==> config.mk <==
export PLATFORM = sky130hd
export DESIGN_NAME = tsc_pipe
export DESIGN_NICKNAME = d
export VERILOG_FILES = /design/src/common/isa_pkg.sv /design/src/common/pipe_pkg.sv /design/src/decode/inst_decoder.sv /design/src/decode/register_file.sv /design/src/logic/alu.sv /design/src/logic/hazard_unit.sv /design/src/logic/stage_reg.sv /design/src/logic/tsc_pipe.sv
export VERILOG_INCLUDE_DIRS = /design/src /design/src/common
export SDC_FILE = /design/constraint.sdc
export NUM_CORES = 1
export LEC_CHECK = 0
export ABC_AREA = 1
export BUFFER_PORTS_ARGS = -buffer_cell sky130_fd_sc_hd__buf_2
export CAP_MARGIN = 20
export CORE_ASPECT_RATIO = 0.75
export CORE_MARGIN = 5
export CORE_UTILIZATION = 55
export DETAILED_ROUTE_END_ITERATION = 12
export PLACE_DENSITY = 0.7
export RECOVER_POWER = 50
export SYNTH_ARGS = -nofsm -noshare
export SYNTH_HDL_FRONTEND = slang
export SYNTH_HIERARCHICAL = 1
export SYNTH_SLANG_ARGS = --single-unit
==> constraint.sdc <==
create_clock -name clk -period 9.9 [get_ports clk]
set_input_delay 0.99 -clock clk [delete_from_list [all_inputs] [get_ports clk]]
set_output_delay 0.99 -clock clk [all_outputs]
set_load 0.05 [all_outputs]
==> src/common/tsc_params.svh <==
`ifndef TSC_PARAMS_SVH
`define TSC_PARAMS_SVH

// data and address width
`define TSC_WORD_SIZE 16

// architectural registers
`define TSC_NUM_REGS 4

// first fetch address after reset
`define TSC_RESET_PC 0

`endif

==> src/common/isa_pkg.sv <==
`default_nettype none
`include "tsc_params.svh"

package isa_pkg;

	typedef logic [`TSC_WORD_SIZE-1:0] word_t;
	typedef logic [$clog2(`TSC_NUM_REGS)-1:0] reg_addr_t;

	typedef enum logic [3:0] {
		op_bne = 4'd0,
		op_beq = 4'd1,
		op_adi = 4'd4,
		op_ori = 4'd5,
		op_lhi = 4'd6,
		op_lwd = 4'd7,
		op_swd = 4'd8,
		op_jmp = 4'd9,
		op_rtype = 4'd15 // register-register, func selects the operation
	} opcode_t;

	typedef enum logic [5:0] {
		fn_add = 6'd0,
		fn_sub = 6'd1,
		fn_and = 6'd2,
		fn_orr = 6'd3,
		fn_wwd = 6'd28,
		fn_hlt = 6'd29
	} func_t;

	typedef enum logic [2:0] {
		alu_add,
		alu_sub,
		alu_and,
		alu_or,
		alu_lhi,
		alu_pass_b
	} alu_op_t;

	// instruction field positions
	localparam int opcode_hi = 15;
	localparam int opcode_lo = 12;
	localparam int rs_hi = 11;
	localparam int rs_lo = 10;
	localparam int rt_hi = 9;
	localparam int rt_lo = 8;
	localparam int rd_hi = 7;
	localparam int rd_lo = 6;
	localparam int func_hi = 5;
	localparam int func_lo = 0;
	localparam int imm_hi = 7;
	localparam int imm_lo = 0;
	localparam int target_hi = 11;
	localparam int target_lo = 0;

endpackage

`default_nettype wire

==> src/common/pipe_pkg.sv <==
`default_nettype none

package pipe_pkg;
	import isa_pkg::*;

	typedef struct packed {
		alu_op_t alu_op;
		logic alu_src_imm; // b operand from ext_imm instead of rt
		logic is_branch_eq;
		logic is_branch_ne;
		logic is_jump;
		logic mem_read;
		logic mem_write;
		logic reg_write;
		logic is_wwd;
		logic is_hlt;
	} ctrl_t;

	typedef struct packed {
		ctrl_t ctrl;
		word_t pc;
		reg_addr_t rs;
		reg_addr_t rt;
		reg_addr_t dest;
		word_t rs_val;
		word_t rt_val;
		word_t ext_imm;
	} id_ex_t;

	typedef struct packed {
		ctrl_t ctrl;
		word_t alu_result; // also the data address for LWD/SWD
		word_t rs_val;
		word_t rt_val; // store data
		reg_addr_t dest;
		word_t target;
		logic taken;
	} ex_mem_t;

	typedef struct packed {
		ctrl_t ctrl;
		word_t alu_result;
		word_t load_data;
		word_t rs_val; // WWD value
		reg_addr_t dest;
	} mem_wb_t;

	// operand source in execute
	typedef enum logic [1:0] {
		fwd_reg,
		fwd_mem,
		fwd_wb
	} fwd_sel_t;

endpackage

`default_nettype wire

==> src/decode/inst_decoder.sv <==
`timescale 1ns/1ps
`default_nettype none
`include "tsc_params.svh"

module inst_decoder
	import isa_pkg::*;
	import pipe_pkg::*;
(
	input word_t inst,
	input word_t pc,
	output ctrl_t ctrl,
	output reg_addr_t rs,
	output reg_addr_t rt,
	output reg_addr_t dest,
	output logic uses_rt,
	output word_t ext_imm
);

	opcode_t opcode;
	func_t func;
	logic [imm_hi-imm_lo:0] imm;
	logic [target_hi-target_lo:0] target;

	assign opcode = opcode_t'(inst[opcode_hi:opcode_lo]);
	assign func = func_t'(inst[func_hi:func_lo]);
	assign rs = inst[rs_hi:rs_lo];
	assign rt = inst[rt_hi:rt_lo];
	assign imm = inst[imm_hi:imm_lo];
	assign target = inst[target_hi:target_lo];

	// immediates and loads write rt, register ops write rd
	assign dest = (opcode == op_rtype) ? inst[rd_hi:rd_lo] : rt;

	always_comb begin
		ctrl = '0;
		ctrl.alu_op = alu_pass_b;
		uses_rt = 1'b0;
		ext_imm = word_t'($signed(imm));
		case (opcode)
			op_rtype: begin
				case (func)
					fn_add: ctrl.alu_op = alu_add;
					fn_sub: ctrl.alu_op = alu_sub;
					fn_and: ctrl.alu_op = alu_and;
					fn_orr: ctrl.alu_op = alu_or;
					fn_wwd: ctrl.is_wwd = 1'b1;
					fn_hlt: ctrl.is_hlt = 1'b1;
					default: ;
				endcase
				ctrl.reg_write = func inside {fn_add, fn_sub, fn_and, fn_orr};
				uses_rt = ctrl.reg_write; // WWD reads rs only
			end
			op_adi: begin
				ctrl.alu_op = alu_add;
				ctrl.alu_src_imm = 1'b1;
				ctrl.reg_write = 1'b1;
			end
			op_ori: begin
				ctrl.alu_op = alu_or;
				ctrl.alu_src_imm = 1'b1;
				ctrl.reg_write = 1'b1;
				ext_imm = word_t'(imm);
			end
			op_lhi: begin
				ctrl.alu_op = alu_lhi;
				ctrl.alu_src_imm = 1'b1;
				ctrl.reg_write = 1'b1;
				ext_imm = word_t'(imm) << 8;
			end
			op_lwd: begin
				ctrl.alu_op = alu_add; // rs + offset
				ctrl.alu_src_imm = 1'b1;
				ctrl.mem_read = 1'b1;
				ctrl.reg_write = 1'b1;
			end
			op_swd: begin
				ctrl.alu_op = alu_add;
				ctrl.alu_src_imm = 1'b1;
				ctrl.mem_write = 1'b1;
				uses_rt = 1'b1; // store data
			end
			op_beq: begin
				ctrl.is_branch_eq = 1'b1;
				uses_rt = 1'b1;
			end
			op_bne: begin
				ctrl.is_branch_ne = 1'b1;
				uses_rt = 1'b1;
			end
			op_jmp: begin
				ctrl.is_jump = 1'b1;
				ext_imm = {pc[`TSC_WORD_SIZE-1:target_hi+1], target};
			end
			default: ;
		endcase
	end

endmodule

`default_nettype wire

==> src/decode/register_file.sv <==
`timescale 1ns/1ps
`default_nettype none
`include "tsc_params.svh"

module register_file
	import isa_pkg::*;
(
	input logic clk,
	input logic reset,
	input reg_addr_t rs_addr,
	input reg_addr_t rt_addr,
	input reg_addr_t wr_addr,
	input logic wr_en,
	input word_t wr_data,
	output word_t rs_data,
	output word_t rt_data
);

	word_t regs [`TSC_NUM_REGS];

	always_ff @(posedge clk) begin
		if (reset) begin
			for (int i = 0; i < `TSC_NUM_REGS; i++) begin
				regs[i] <= '0;
			end
		end else if (wr_en) begin
			regs[wr_addr] <= wr_data;
		end
	end

	// write-through so decode sees the value retiring this cycle
	assign rs_data = (wr_en && wr_addr == rs_addr) ? wr_data : regs[rs_addr];
	assign rt_data = (wr_en && wr_addr == rt_addr) ? wr_data : regs[rt_addr];

endmodule

`default_nettype wire

==> src/logic/alu.sv <==
`timescale 1ns/1ps
`default_nettype none
`include "tsc_params.svh"

module alu
	import isa_pkg::*;
(
	input word_t a,
	input word_t b,
	input alu_op_t op,
	output word_t result,
	output logic equal
);

	always_comb begin
		case (op)
			alu_add: begin
				result = a + b; // wraps at 16 bits
			end
			alu_sub: begin
				result = a - b;
			end
			alu_and: begin
				result = a & b;
			end
			alu_or: begin
				result = a | b;
			end
			alu_lhi: begin
				// imm arrives already in the high byte
				result = {b[`TSC_WORD_SIZE-1:8], 8'h00};
			end
			default: begin
				result = b;
			end
		endcase
	end

	// branch compare of rs and rt
	assign equal = (a == b);

endmodule

`default_nettype wire

==> src/logic/hazard_unit.sv <==
`timescale 1ns/1ps
`default_nettype none

module hazard_unit
	import isa_pkg::*;
	import pipe_pkg::*;
(
	input reg_addr_t id_rs,
	input reg_addr_t id_rt,
	input logic id_uses_rt,
	input reg_addr_t ex_dest,
	input logic ex_mem_read,
	input logic ex_valid,
	input reg_addr_t ex_rs,
	input reg_addr_t ex_rt,
	input reg_addr_t mem_dest,
	input logic mem_reg_write,
	input logic mem_valid,
	input reg_addr_t wb_dest,
	input logic wb_reg_write,
	input logic wb_valid,
	output logic stall,
	output fwd_sel_t fwd_a,
	output fwd_sel_t fwd_b
);

	logic mem_fwd_ok;
	logic wb_fwd_ok;

	// rs is treated as a source for every instruction
	assign stall = ex_valid && ex_mem_read &&
		(ex_dest == id_rs || (id_uses_rt && ex_dest == id_rt));

	// a load never sits in memory with its user in execute, the stall prevents it
	assign mem_fwd_ok = mem_valid && mem_reg_write;
	assign wb_fwd_ok = wb_valid && wb_reg_write;

	always_comb begin
		fwd_a = fwd_reg;
		if (mem_fwd_ok && mem_dest == ex_rs) fwd_a = fwd_mem;
		else if (wb_fwd_ok && wb_dest == ex_rs) fwd_a = fwd_wb;
		fwd_b = fwd_reg;
		if (mem_fwd_ok && mem_dest == ex_rt) fwd_b = fwd_mem;
		else if (wb_fwd_ok && wb_dest == ex_rt) fwd_b = fwd_wb;
	end

endmodule

`default_nettype wire

==> src/logic/stage_reg.sv <==
`timescale 1ns/1ps
`default_nettype none

module stage_reg #(
	parameter type payload_t = logic
) (
	input logic clk,
	input logic reset,
	input logic stall,
	input logic flush,
	input logic bubble,
	input logic in_valid,
	input payload_t in_data,
	output logic out_valid,
	output payload_t out_data
);

	always_ff @(posedge clk) begin
		if (reset) begin
			out_valid <= 1'b0;
		end else if (flush) begin
			out_valid <= 1'b0; // squashed by a redirect
		end else if (!stall) begin
			out_valid <= in_valid & ~bubble;
		end
	end

	// payload only matters while out_valid is set
	always_ff @(posedge clk) begin
		if (!stall) begin
			out_data <= in_data;
		end
	end

endmodule

`default_nettype wire

==> src/logic/tsc_pipe.sv <==
`timescale 1ns/1ps
`default_nettype none
`include "tsc_params.svh"

module tsc_pipe
	import isa_pkg::*;
	import pipe_pkg::*;
(
	input logic clk,
	input logic reset,
	output logic inst_read,
	output word_t inst_addr,
	input word_t inst_data,
	output logic data_read,
	output logic data_write,
	output word_t data_addr,
	output word_t data_wdata,
	input word_t data_rdata,
	output word_t num_inst,
	output word_t output_port,
	output logic is_halted
);

	typedef logic [2*`TSC_WORD_SIZE-1:0] if_id_t; // {pc, inst}

	word_t pc;
	logic halt_r;
	logic hazard_stall;
	logic redirect;

	logic if_id_valid;
	if_id_t if_id_q;
	word_t id_pc;
	word_t id_inst;
	ctrl_t id_ctrl;
	reg_addr_t id_rs;
	reg_addr_t id_rt;
	reg_addr_t id_dest;
	logic id_uses_rt;
	word_t id_ext_imm;
	word_t id_rs_val;
	word_t id_rt_val;
	id_ex_t id_ex_d;

	logic ex_valid;
	id_ex_t id_ex_q;
	fwd_sel_t fwd_a;
	fwd_sel_t fwd_b;
	word_t ex_a;
	word_t ex_rt_val;
	word_t ex_b;
	word_t ex_result;
	logic ex_equal;
	logic ex_taken;
	word_t ex_target;
	ex_mem_t ex_mem_d;

	logic mem_valid;
	ex_mem_t ex_mem_q;
	mem_wb_t mem_wb_d;

	logic wb_valid;
	mem_wb_t mem_wb_q;
	word_t wb_result;

	function automatic word_t fwd_pick(fwd_sel_t sel, word_t reg_val, word_t mem_val,
			word_t wb_val);
		case (sel)
			fwd_mem: return mem_val;
			fwd_wb: return wb_val;
			default: return reg_val;
		endcase
	endfunction

	// halt takes effect while HLT is still in writeback so nothing younger retires
	assign is_halted = halt_r | (wb_valid & mem_wb_q.ctrl.is_hlt);
	assign inst_read = ~reset & ~is_halted;
	assign inst_addr = pc;
	assign redirect = mem_valid & ex_mem_q.taken & ~is_halted;

	always_ff @(posedge clk) begin
		if (reset) begin
			pc <= word_t'(`TSC_RESET_PC);
		end else if (redirect) begin
			pc <= ex_mem_q.target;
		end else if (inst_read && !hazard_stall) begin
			pc <= pc + 1'b1;
		end
	end

	stage_reg #(.payload_t(if_id_t)) u_if_id (
		.clk(clk),
		.reset(reset),
		.stall(hazard_stall | is_halted),
		.flush(redirect),
		.bubble(1'b0),
		.in_valid(inst_read),
		.in_data({pc, inst_data}),
		.out_valid(if_id_valid),
		.out_data(if_id_q)
	);

	assign {id_pc, id_inst} = if_id_q;

	inst_decoder u_decoder (
		.inst(id_inst),
		.pc(id_pc),
		.ctrl(id_ctrl),
		.rs(id_rs),
		.rt(id_rt),
		.dest(id_dest),
		.uses_rt(id_uses_rt),
		.ext_imm(id_ext_imm)
	);

	register_file u_regs (
		.clk(clk),
		.reset(reset),
		.rs_addr(id_rs),
		.rt_addr(id_rt),
		.wr_addr(mem_wb_q.dest),
		.wr_en(wb_valid & mem_wb_q.ctrl.reg_write),
		.wr_data(wb_result),
		.rs_data(id_rs_val),
		.rt_data(id_rt_val)
	);

	assign id_ex_d = '{ctrl: id_ctrl, pc: id_pc, rs: id_rs, rt: id_rt, dest: id_dest,
		rs_val: id_rs_val, rt_val: id_rt_val, ext_imm: id_ext_imm};

	stage_reg #(.payload_t(id_ex_t)) u_id_ex (
		.clk(clk),
		.reset(reset),
		.stall(is_halted),
		.flush(redirect),
		.bubble(hazard_stall), // load-use bubble
		.in_valid(if_id_valid),
		.in_data(id_ex_d),
		.out_valid(ex_valid),
		.out_data(id_ex_q)
	);

	hazard_unit u_hazard (
		.id_rs(id_rs),
		.id_rt(id_rt),
		.id_uses_rt(id_uses_rt),
		.ex_dest(id_ex_q.dest),
		.ex_mem_read(id_ex_q.ctrl.mem_read),
		.ex_valid(ex_valid),
		.ex_rs(id_ex_q.rs),
		.ex_rt(id_ex_q.rt),
		.mem_dest(ex_mem_q.dest),
		.mem_reg_write(ex_mem_q.ctrl.reg_write),
		.mem_valid(mem_valid),
		.wb_dest(mem_wb_q.dest),
		.wb_reg_write(mem_wb_q.ctrl.reg_write),
		.wb_valid(wb_valid),
		.stall(hazard_stall),
		.fwd_a(fwd_a),
		.fwd_b(fwd_b)
	);

	assign ex_a = fwd_pick(fwd_a, id_ex_q.rs_val, ex_mem_q.alu_result, wb_result);
	assign ex_rt_val = fwd_pick(fwd_b, id_ex_q.rt_val, ex_mem_q.alu_result, wb_result);
	assign ex_b = id_ex_q.ctrl.alu_src_imm ? id_ex_q.ext_imm : ex_rt_val;

	alu u_alu (
		.a(ex_a),
		.b(ex_b),
		.op(id_ex_q.ctrl.alu_op),
		.result(ex_result),
		.equal(ex_equal)
	);

	assign ex_taken = (id_ex_q.ctrl.is_branch_eq & ex_equal) |
		(id_ex_q.ctrl.is_branch_ne & ~ex_equal) | id_ex_q.ctrl.is_jump;
	// decoder already formed the full jump address
	assign ex_target = id_ex_q.ctrl.is_jump ? id_ex_q.ext_imm
		: id_ex_q.pc + 1'b1 + id_ex_q.ext_imm;

	assign ex_mem_d = '{ctrl: id_ex_q.ctrl, alu_result: ex_result, rs_val: ex_a,
		rt_val: ex_rt_val, dest: id_ex_q.dest, target: ex_target, taken: ex_taken};

	stage_reg #(.payload_t(ex_mem_t)) u_ex_mem (
		.clk(clk),
		.reset(reset),
		.stall(is_halted),
		.flush(redirect),
		.bubble(1'b0),
		.in_valid(ex_valid),
		.in_data(ex_mem_d),
		.out_valid(mem_valid),
		.out_data(ex_mem_q)
	);

	assign data_read = mem_valid & ex_mem_q.ctrl.mem_read & ~is_halted;
	assign data_write = mem_valid & ex_mem_q.ctrl.mem_write & ~is_halted;
	assign data_addr = ex_mem_q.alu_result;
	assign data_wdata = ex_mem_q.rt_val;

	assign mem_wb_d = '{ctrl: ex_mem_q.ctrl, alu_result: ex_mem_q.alu_result,
		load_data: data_rdata, rs_val: ex_mem_q.rs_val, dest: ex_mem_q.dest};

	stage_reg #(.payload_t(mem_wb_t)) u_mem_wb (
		.clk(clk),
		.reset(reset),
		.stall(is_halted),
		.flush(1'b0),
		.bubble(1'b0),
		.in_valid(mem_valid),
		.in_data(mem_wb_d),
		.out_valid(wb_valid),
		.out_data(mem_wb_q)
	);

	assign wb_result = mem_wb_q.ctrl.mem_read ? mem_wb_q.load_data : mem_wb_q.alu_result;

	always_ff @(posedge clk) begin
		if (reset) begin
			halt_r <= 1'b0;
			num_inst <= '0;
			output_port <= '0;
		end else if (wb_valid && !halt_r) begin
			num_inst <= num_inst + 1'b1; // HLT itself counts
			if (mem_wb_q.ctrl.is_wwd) output_port <= mem_wb_q.rs_val;
			if (mem_wb_q.ctrl.is_hlt) halt_r <= 1'b1;
		end
	end

endmodule

`default_nettype wire

* Yosys cells after proc, flatten, opt, wreduce, memory -nomap -nowiden *
Memories as Yosys holds them, arrays and structs flattened. A register that Yosys moved wholly into a read port is not among the register bits.
Cells that the tools add are included.

storage, ports and cells
  register bits = 293
  memory bits (writable) = 64
  input port bits = 34
  output and inout port bits = 84
  memories = 1

memories
  name         words  width  rd ports  clocked after Yosys merged registers in  wr ports  RTL line             text
  u_regs.regs  4      16     2         2                                        4         register_file.sv:19  word_t regs [`TSC_NUM_REGS];

cells by class
  $add $sub $neg = 6
  eq/ne operators = 30
  muxes and demuxes = 38
  bitwise logic cells = 22
  reduce and logical (&&, ||, !) cells = 29

operator list
  kind                                                  number
  2-to-1 mux 16 bit                                     8
  case mux 16 bit (5 select lines)                      1
  case mux 16 bit (2 select lines)                      2
  adder 16 x 1 -> 16 bit (second input constant)        3
  case mux 16 bit (3 select lines)                      1
  adder 16 bit                                          2
  case mux 3 bit (4 select lines)                       2
  bitwise AND 16 bit                                    1
  equality test 16 bit                                  1
  equality test 2 bit                                   8
  equality test 4 x 3 -> 1 bit (second input constant)  4
  2-to-1 mux 2 bit                                      8
  OR 16 bit                                             1
  OR reduction 16 bit                                   1
  subtractor 16 bit                                     1
  2-to-1 mux 1 bit                                      14
  logical AND 1 bit                                     13
  bitwise AND 1 bit                                     12
  equality test 4 bit (second input constant)           3
  equality test 6 x 2 -> 1 bit (second input constant)  2
  equality test 6 x 5 -> 1 bit (second input constant)  2
  equality test 3 x 2 -> 1 bit (second input constant)  2
  equality test 6 x 1 -> 1 bit (second input constant)  1
  zero test 6 bit                                       1
  19 further kinds                                      31

* Longest topological paths before layout *
Gate-level depths: netlist of run 1.

  word-level depth = 12
  mapped depth = 27

* Modules after synthesis *
Netlist of run 1, hierarchy kept.

modules (own cells, without submodules)
  module                instances  cells each  area an instance (um^2)  sequential area each (um^2)
  tsc_pipe              1          834         4909.7                   980.9
  register_file         1          599         4194.0                   1921.8
  alu                   1          525         2821.5                   0.0
  stage_reg (u_id_ex)   1          91          2513.7                   2482.4
  stage_reg (u_ex_mem)  1          88          2423.6                   2392.3
  stage_reg (u_mem_wb)  1          71          1913.1                   1881.8
  stage_reg (u_if_id)   1          41          1012.2                   980.9
  inst_decoder          1          106         560.5                    0.0
  hazard_unit           1          40          206.4                    0.0

* Worst setup path before layout of run 1 *
No wires, ideal clock.

  path type = reg-to-reg
  from = register u_mem_wb/out_data[0] (netlist bit)
  to = register u_ex_mem/out_data[58] (netlist bit), data pin
  library setup time = 253 ps
  arrival = 3166 ps
  required time = 9647 ps
  path slack = 6481 ps
  stages on the path, launching flop included = 21
  path through = edfxtp_1 > xnor2_1 > nand3_1 > nor2_1 > ha_1 > clkbuf_1 > clkbuf_1 > a22oi_1 > o21ai_1 > inv_1 > ha_1 > nor2_2 > nand2_1 > nand3_1 > nand2_1 > nand2_2 > nand2_1 > nand3_1 > nand3_1 > o21ai_1 > inv_1

on the way
  elaborated cells between the ends (all ways) = 20
  classes of those cells = 2 x add/sub; 6 x eq/ne; 8 x mux; 2 x bitwise; 2 x reduce/logical

RTL lines
  what                                                                 RTL line              text
  start: declaration                                                   stage_reg.sv:15       output payload_t out_data
  start signal: assignment                                             stage_reg.sv:31       out_data <= in_data;
  equality test 2 bit *                                                hazard_unit.sv:41     else if (wb_fwd_ok && wb_dest == ex_rs) fwd_a = fwd_wb;
  logical AND 1 bit *                                                  hazard_unit.sv:41
  2-to-1 mux 2 bit *                                                   hazard_unit.sv:41
  2-to-1 mux 2 bit *                                                   hazard_unit.sv:40     if (mem_fwd_ok && mem_dest == ex_rs) fwd_a = fwd_mem;
  named net fwd_a[1]                                                   tsc_pipe.sv:47        fwd_sel_t fwd_a;
  equality test 2 bit or equality test 2 x 1 -> 1 bit (tied branches)  tsc_pipe.sv:68        case (sel)
  case mux 16 bit (2 select lines) *                                   tsc_pipe.sv:68
  named net ex_a[1]                                                    tsc_pipe.sv:49        word_t ex_a;
  subtractor 16 bit or adder 16 bit (tied branches)                    alu.sv:21, alu.sv:18
  case mux 16 bit (5 select lines) *                                   alu.sv:16             case (op)
  named net ex_result[7]                                               tsc_pipe.sv:52        word_t ex_result;
  end signal: assignment                                               stage_reg.sv:31
  end: declaration                                                     stage_reg.sv:15

The timed path passes the listed nets; every way through them passes the cells marked *.
A chain may end at the register's enable or synchronous reset.

==> results of run 1 <==
-- state kept, by name, indices dropped and copies added (netlist names), 16 cells and up --
| name | flops |
|---|---|
| u_id_ex/out_data | 82 |
| u_ex_mem/out_data | 72 |
| u_regs/regs | 64 |
| u_mem_wb/out_data | 54 |
| u_if_id/out_data | 32 |
| inst_addr | 16 |
| num_inst | 16 |
| output_port | 16 |
-- worst max-delay path by stage --
stage                                     from                     to  slack (ns)  cells past startpoint
after floorplan           u_mem_wb/out_data[0]  u_ex_mem/out_data[58]        6.48                     20
after global placement      u_ex_mem/out_valid  u_ex_mem/out_data[62]        5.67                     22
after detailed placement  u_mem_wb/out_data[1]  u_ex_mem/out_data[66]        5.62                     18
after CTS                 u_mem_wb/out_data[1]  u_ex_mem/out_data[66]        5.60                     18
after global routing                     reset      u_regs/regs[2][6]        4.30                      7
final                                    reset      u_regs/regs[2][6]        4.51                      7
-- per-layer routing --
metal  vias to the layer above  global-route usage (%)  share of wire, %
met5                         -                    1.68              0.20
met4                         6                    9.65               3.5
met3                       136                    7.19                11
met2                       887                    41.7                41
met1                      7829                    42.4                44
li1                       7919                       -                 -
-- power groups by stage --
stage | Combinational, W | Clock, W | Sequential (W)
6_report | 0.000718 | 0.00144 | 0.00184
3_3_place_gp | 0.000698 | 0 | 0.00187
5_1_grt | 0.000775 | 0.00153 | 0.00185
2_1_floorplan | 0.000416 | 0 | 0.00191
3_5_place_dp | 0.000701 | 0 | 0.00187
4_1_cts | 0.000704 | 0.00146 | 0.00184
-- layout make-up --
class / instances / area [sq um] / area share (%)
multi-input cells: 1569 / 7900 / 36.0
inverters: 370 / 1400 / 6.37
clock inverters: 19 / 199 / 0.908
repair buffers: 132 / 598 / 2.73
clock buffers: 50 / 1050 / 4.79
flip-flops and latches: 357 / 10200 / 46.5
well taps: 465 / 582 / 2.66
-- metrics by stage --
step	hold WS [ns]	setup slack [ns]	instance area [sq um]	util, %	instances
2_1_floorplan	0.400	6.48	20100	-	2383
3_3_place_gp	0.402	5.67	20900	58.1	2892
3_5_place_dp	0.407	5.62	20900	58.1	2892
4_1_cts	0.420	5.60	22100	61.5	2961
5_1_grt	0.425	4.30	21900	60.9	2962
6_report	0.420	4.51	21900	60.9	2962
-- critical path: cells and delay by family --
family	cells	cell delay [ns]
and+or+nand+nor	3	1.97
buffers and inverters	4	2.45
-- layout by cell type (no fill, tap or decap), drive strengths merged, types with 6 or more instances in the layout --
cell    instances
clkbuf        114
nand4          29
dfxtp          53
inv           370
xnor2           7
ha             70
clkinv         14
o22ai          11
o211ai          7
nand2         726
a22oi          32
buf            68
nor2          210
a21oi          78
a211oi          7
nand3         226
edfxtp        304
nand3b          6
o21ai         103
nor3           21
==> impl_metrics.toml, run 1 <==
[sta]
finalSetupViolCount = 0
slew_violations = 210
fmax_mhz = 186
rsz0062_at_grt = "no"
tightestPinTransition_ns = 3.10
skew_ns = 0.0256
setup_tns_ns = 0
finalHoldViolations = 0
slew_headroom_pct = -108
period_share_pct = 54.4
layout_min_cycle_time_ns = 5.39

[power]
clkPwrFrac_pct = 36.0
fin_total_pwr_w = 0.00399
seqPwrFrac_pct = 46.0
power_density_nw_per_um2 = 182
sw_frac_of_total_pct = 30.3
peakVddDrop_mv = 0.134
switching_power_w = 0.00121
p_comb_share_pct = 18.0
p_int_w = 0.00278
p_leak_nw = 9.96

[grt]
grt_pass1_wl_mm = 90.3
antenna_found_initial = 2
grt-ovfl-total = 0
grt_max_degree = 67
grt_pass1_vias = 15600
grt_use_total_pct = 28.8

[drt]
vias = 16800
via_per_inst = 5.66
drc = 0
drt_iter0_drc = 2117
wl_per_cell_microns = 19.9
dr.pass1.iters = 7
ant_nets = 0
wl_mm = 59.1

[run_status]
status = "finished with violations"
violations = "max-capacitance violations, max-slew violations"

[clocking]
cts.clk_slew.worst_paths_ns = 0.06
insertion_delay_ns = 0.54
clock_path_buffers = 3
cts_buffers = 38
clock_sinks = 357
cts_max_level = 2
postCtsSetupRepairBufs = 0
cts-resized-gates = 0
hold_buffers = 0
clockRootBuffer = "clkbuf_16"
cts_tree = "done"

[worst_hold_path]
hp-class = "reg2reg"
whs_endpoint = "u_mem_wb/out_data[15]"
hp-start = "u_ex_mem/out_data[48]"
worstHoldPathCells = 0

[floorplan]
die_h_microns = 176
core_sq_um = 36000
io_pins = 118
die_w_microns = 231
num_rows = 60
initial_core_util_pct = 55.9
dieArea_sq_um = 40500

[final_layout]
syn2layout_area_growth_pct = 8.98
final_nets = 2575
fill_cells = 3145
antenna_cells = 0
drive_gt1_share_pct = 9.49

[place]
finalWeightedCongestion = 0.990
port_buffers = 117
hpwl_mm = 43.5

[worst_setup_path]
critPathSlowestCell = "clkbuf_1"
crit_path_end_kind = "register"
critical_path.max_stage_delay_ns = 1.69
crit_path_start_kind = "input port"
required_ns = 9.96
ff2ff_setup_slack_ns = 5.39
r2r_start = "u_if_id/out_data[10]"
worst-path-max-fanout = 43
worstSetupPathType = "in2reg"
path_cells = "buf_2 > clkbuf_1 > inv_1 > nand2_1 > inv_1 > nand3_2 > nand2_1"
worstPathArrival_ns = 5.45
regToRegEndpoint = "u_id_ex/out_data[47]"
ff2ff_path_depth = 6

[logic_synthesis]
avgSynthCellArea_sq_um = 8.45
synth_area_sq_um = 20100
ys.warnings.count = 6
postSynthCellCount = 2380

[run]
max_cap_viol_count = 6
Note: power is estimated with default switching activity, not from simulation.
==> inputs of run 2 (changes only) <==
- ABC_AREA: 1 -> 0
- PLACE_DENSITY: 0.7 -> 0.73
- clock period: 9.9 -> 4.5 ns (I/O delays scaled with it)
==> run 2 against run 1 <==
The flow still finishes with violations (max-capacitance violations, max-slew violations). Critical path type is now reg2reg. Register-to-register slack worse by 5.1 ns. Clock-buffer cell count is 3 higher. Highest routed layer is now met4. Flip-flop and latch count stayed put. Clock power is 110% higher. Cell area is 3.8% lower.
==> impl_metrics.toml, run 2 <==
[grt]
grt_pass1_wl_mm = 76.7
antenna_found_initial = 0
grt_use_total_pct = 26.1
grt_pass1_vias = 13000
grt_max_degree = 61
grt-ovfl-total = 0

[place]
post-place-cells = 2111
pre_cts_slack_ns = 0.149
port_buffers = 117
finalWeightedCongestion = 0.946
hpwl_mm = 36.1

[clocking]
insertion_delay_ns = 0.54
cts_tree = "done"
clock_sinks = 357
cts.clk_slew.worst_paths_ns = 0.06
postCtsSetupRepairBufs = 0
clock_path_buffers = 3
cts_max_level = 2
cts_buffers = 36
clockRootBuffer = "clkbuf_16"

[drt]
ant_nets = 0
drt_iter0_drc = 1469
via_per_inst = 6.05
drc = 0
vias = 13200
wl_per_cell_microns = 23.0
dr.pass1.iters = 7
wl_mm = 50.0

[run_status]
violations = "max-capacitance violations, max-slew violations"
status = "finished with violations"

[worst_setup_path]
crit_start = "u_id_ex/out_data[50]"
worstSetupPathType = "reg2reg"
path_depth = 16
required_ns = 4.82
worstPathArrival_ns = 4.55
ff2ff_path_depth = 16
crit_path_start_kind = "register"
regToRegEndpoint = "u_ex_mem/out_data[61]"
cp_common_cell = "a21oi_1"
endpoint = "u_ex_mem/out_data[61]"
critPathSlowestCell = "edfxtp_1"
crit_path_end_kind = "register"
r2r_start = "u_id_ex/out_data[50]"
worst-path-max-fanout = 30
crit_family = "compound AO/OA/AOI/OAI gates"
path_cells = "xor2_1 > nor3_2 > inv_1 > ha_1 > buf_12 > o21ai_0 > mux2_2 > inv_1 > fa_1 > nor2b_1 > o21ai_1 > a21oi_1 > a21oi_1 > xnor2_1 > a21oi_1 > a22oi_1"
critPathBufInv = 3
ff2ff_setup_slack_ns = 0.26
critical_path.max_stage_delay_ns = 0.42

[final_layout]
largest_register_ffs = 82
utilization_pct = 63.0
multi_input_area_sq_um = 7650
syn2layout_area_growth_pct = 13.4
final_cell_mix = "304 x edfxtp_1, 146 x nand2_1, 103 x clkbuf_1"
antenna_cells = 0
reg_top3 = "u_id_ex/out_data: 82 flops, u_ex_mem/out_data: 72 flops, u_regs/regs: 64 flops"
final_nets = 1806
mostFrequentLayoutCell = "edfxtp_1"
layout.cells.non_filler = 2177
fill_cells = 2657
drive_gt1_share_pct = 17.1
largest_register = "u_id_ex/out_data"
seqCellArea_sq_um = 10200

[sta]
finalSetupViolCount = 0
period_share_pct = 94.2
slew_headroom_pct = -19.8
slew_violations = 64
skew_ns = 0.0219
setup_tns_ns = 0
fmax_mhz = 236
rsz0062_at_grt = "yes"
tightestPinTransition_ns = 1.80
layout_min_cycle_time_ns = 4.24
timing.final.ws_setup_ns = 0.263
finalHoldViolations = 0

[run]
max_cap_viol_count = 3

[floorplan]
die_h_microns = 169
dieArea_sq_um = 37600
die_w_microns = 222
core_sq_um = 33500
initial_core_util_pct = 55.5
num_rows = 58
io_pins = 118

[worst_hold_path]
hp-class = "in2reg"

[power]
power_density_nw_per_um2 = 397
peakVddDrop_mv = 0.282
p_leak_nw = 8.28

[logic_synthesis]
synth_area_sq_um = 18600
avgSynthCellArea_sq_um = 12.2
postSynthCellCount = 1526
ys.warnings.count = 6
run 2: through the flow:
step                      hold WS, ns  cell area [sq um]  total power (W)
after detailed placement        0.405              20100          0.00543
after CTS                      0.0690              21200          0.00841
after global routing           0.0660              21100          0.00870
final                          0.0912              21100          0.00837
after global placement          0.402              20100          0.00542
after floorplan                 0.400              18600          0.00490
run 2: how the worst min path moves through the flow:
stage | startpoint | to | slack [ns] | depth (start not counted)
floorplan | u_id_ex/out_data[70] | u_ex_mem/out_data[67] | 0.40 | 0
global placement | u_ex_mem/out_data[68] | u_mem_wb/out_data[51] | 0.40 | 0
detailed placement | u_if_id/out_data[19] | u_id_ex/out_data[57] | 0.40 | 0
CTS | data_rdata[6] | u_mem_wb/out_data[24] | 0.07 | 1
global route | data_rdata[5] | u_mem_wb/out_data[23] | 0.07 | 1
finish | data_rdata[3] | u_mem_wb/out_data[21] | 0.09 | 1
run 2: report_power, final:
part / internal [W] / leakage (nW) / total [W] / switching [W]
Combinational: 0.000513 / 3.93 / 0.00139 / 0.000879
Sequential: 0.00382 / 3.79 / 0.00399 / 0.000169
Clock: 0.00175 / 0.563 / 0.00299 / 0.00124
Total: 0.00608 / 8.28 / 0.00837 / 0.00229
run 2: area by class of cell:
cell class / count / area share [%]
Inverter: 71 / 1.27
Timing Repair Buffer: 217 / 5.88
Clock inverter: 13 / 0.707
Sequential cell: 357 / 48.4
Clock buffer: 53 / 4.82
Multi-Input combinational cell: 1016 / 36.3
Tap cell: 450 / 2.67
run 2: per-layer routing:
metal	vias up	share of wire [%]	GRT usage [%]
met2	506	44	38.8
met5	-	0	0.620
met3	80	7.3	4.63
li1	6033	-	-
met4	0	2.2	6.35
met1	6562	47	40.2
run 2: what timing repair did:
action                                  4_1_cts  5_1_grt
resized for setup                             0        9
endpoints found under the setup margin        0        8
hold buffers                                  0        0
run 2: worst reg2reg max path: stages, from the launching register on:
cell	delay (ns)
edfxtp_1	0.42
xor2_1	0.19
nor3_2	0.28
inv_1	0.08
ha_1	0.36
buf_12	0.18
o21ai_0	0.25
mux2_2	0.25
inv_1	0.10
fa_1	0.42
nor2b_1	0.17
o21ai_1	0.24
a21oi_1	0.17
a21oi_1	0.33
xnor2_1	0.19
a21oi_1	0.10
a22oi_1	0.28
==> inputs of run 3 (changes only) <==
- CELL_PAD_IN_SITES_DETAIL_PLACEMENT: not set -> 1
- CELL_PAD_IN_SITES_GLOBAL_PLACEMENT: not set -> 2
- CORE_UTILIZATION: 55 -> 39
- PLACE_DENSITY: 0.73 -> 0.74
==> run 3 against run 2 <==
The flow still finishes with violations (max-capacitance violations, max-slew violations). Non-clock buffer count down 12. Cell area up 1.2%. Fmax down 1.7%. Largest cell class unchanged.
==> impl_metrics.toml, run 3 (same netlist as run 2, synthesis figures left out) <==
[grt]
grt_use_total_pct = 21.4
grt_pass1_vias = 13200
grt-ovfl-total = 0
grt_max_degree = 58
grt_pass1_wl_mm = 84.4
antenna_found_initial = 1

[run]
max_cap_viol_count = 2

[power]
p_comb_share_pct = 16.4
p_int_w = 0.00614
power_density_nw_per_um2 = 404
seqPwrFrac_pct = 46.6
sw_frac_of_total_pct = 28.8
fin_total_pwr_w = 0.00862
switching_power_w = 0.00248
peakVddDrop_mv = 0.306
p_leak_nw = 8.21
clkPwrFrac_pct = 37.0

[sta]
period_share_pct = 95.8
tightestPinTransition_ns = 1.56
skew_ns = 0.0232
slew_violations = 40
finalSetupViolCount = 0
slew_headroom_pct = -3.78
fmax_mhz = 232
finalHoldViolations = 0
layout_min_cycle_time_ns = 4.31
timing.final.ws_setup_ns = 0.189
fin_hold_ws_ns = 0.0733

[worst_setup_path]
required_ns = 4.80
worstSetupPathType = "reg2reg"
worstPathArrival_ns = 4.61
worst-path-max-fanout = 12
crit_path_start_kind = "register"
crit_path_end_kind = "register"

[run_status]
status = "finished with violations"
violations = "max-capacitance violations, max-slew violations"

[floorplan]
num_rows = 69
io_pins = 118
die_w_microns = 262
die_h_microns = 199
dieArea_sq_um = 52200
initial_core_util_pct = 39.3
core_sq_um = 47200

[final_layout]
antenna_cells = 0
mostFrequentLayoutCell = "edfxtp_1"
final_cell_mix = "304 x edfxtp_1, 146 x nand2_1, 103 x clkbuf_1"
fill_cells = 5030
finalInstanceArea_sq_um = 21300
layout.cells.non_filler = 2359
drive_gt1_share_pct = 16.7
largest_register_ffs = 82
largest_register = "u_id_ex/out_data"
syn2layout_area_growth_pct = 14.8
reg_top3 = "u_id_ex/out_data: 82 flops, u_ex_mem/out_data: 72 flops, u_regs/regs: 64 flops"
final_nets = 1798

[clocking]
clockRootBuffer = "clkbuf_16"
cts_max_level = 2
hold_buffers = 0
cts_tree = "done"
cts_buffers = 40
clock_sinks = 357
clock_path_buffers = 3
cts.clk_slew.worst_paths_ns = 0.07
insertion_delay_ns = 0.56

[place]
post-place-cells = 2286
finalWeightedCongestion = 0.877
pre_cts_slack_ns = -0.113
hpwl_mm = 40.8
placed_area_sq_um = 20200
port_buffers = 117

[drt]
via_per_inst = 5.53
dr.pass1.iters = 5
vias = 13100
drt_iter0_drc = 1095
wl_mm = 56.2
wl_per_cell_microns = 23.8
drc = 0
ant_nets = 0

[worst_hold_path]
hp-class = "in2reg"
## run 3: changes by cell type in the layout (fill, tap and decap cells not counted), moves of 5 or more
cell	delta
buf_4	-14
clkinv_2	+5
mux2_1	+11
mux2_4	-9
o21ai_0	-7
o21ai_1	+5
## run 3: layout make-up
| class | count | area [sq um] | area share [%] |
|---|---|---|---|
| inverters | 71 | 270 | 1.27 |
| flip-flops and latches | 357 | 10200 | 47.8 |
| repair buffers | 205 | 1150 | 5.38 |
| clock inverters | 20 | 168 | 0.786 |
| multi-input cells | 1016 | 7670 | 36.0 |
| clock buffers | 51 | 1080 | 5.08 |
| well taps | 639 | 800 | 3.75 |
## run 3: routing by layer
metal / up-vias / global-route usage (%) / share of wire [%]
li1: 6006 / - / -
met1: 6643 / 33.4 / 50
met2: 344 / 31.4 / 42
met3: 60 / 3.26 / 5.7
met4: 0 / 4.86 / 2.0
met5: - / 0 / 0
## run 3: critical path: stages, from the launching register on
cell	delay (ns)
edfxtp_1	0.44
xor2_1	0.18
nor3_2	0.29
buf_4	0.17
ha_1	0.23
buf_4	0.22
a22oi_1	0.10
o21ai_0	0.27
mux2_2	0.33
inv_1	0.09
ha_1	0.39
nor4_1	0.28
buf_4	0.17
nand3_1	0.14
nor3_2	0.25
buf_4	0.18
nor2b_1	0.05
a211o_1	0.26
## run 3: final timing paths
kind	from	endpoint	slack (ns)	depth (start not counted)
setup reg to reg	u_ex_mem/out_data[17]	u_ex_mem/out_data[0]	0.19	17
hold reg to reg	u_ex_mem/out_data[42]	u_mem_wb/out_data[9]	0.41	0
hold / removal	data_rdata[8]	u_mem_wb/out_data[26]	0.07	1
setup / recovery	u_ex_mem/out_data[17]	u_ex_mem/out_data[0]	0.19	17
## run 3: power groups by stage
stage	registers, W	logic [W]	clock network (W)
floorplan	0.00413	0.000775	0
global placement	0.00408	0.00137	0
detailed placement	0.00409	0.00139	0
CTS	0.00402	0.00140	0.00329
global route	0.00404	0.00152	0.00343
finish	0.00402	0.00142	0.00319
## run 3: timing repair
item / 4_1_cts / 5_1_grt
endpoints found under the setup margin: 2 / 12
buffers inserted: 0 / 1
pin swaps: 0 / 6
resized for setup: 1 / 26
## run 3: per-stage QoR
step	utilization, %	TNS (ns)
final	45.2	0
after global routing	45.2	-0.00242
after CTS	45.5	0
after detailed placement	42.8	-0.113
after global placement	42.8	-0.0270
after floorplan	-	0
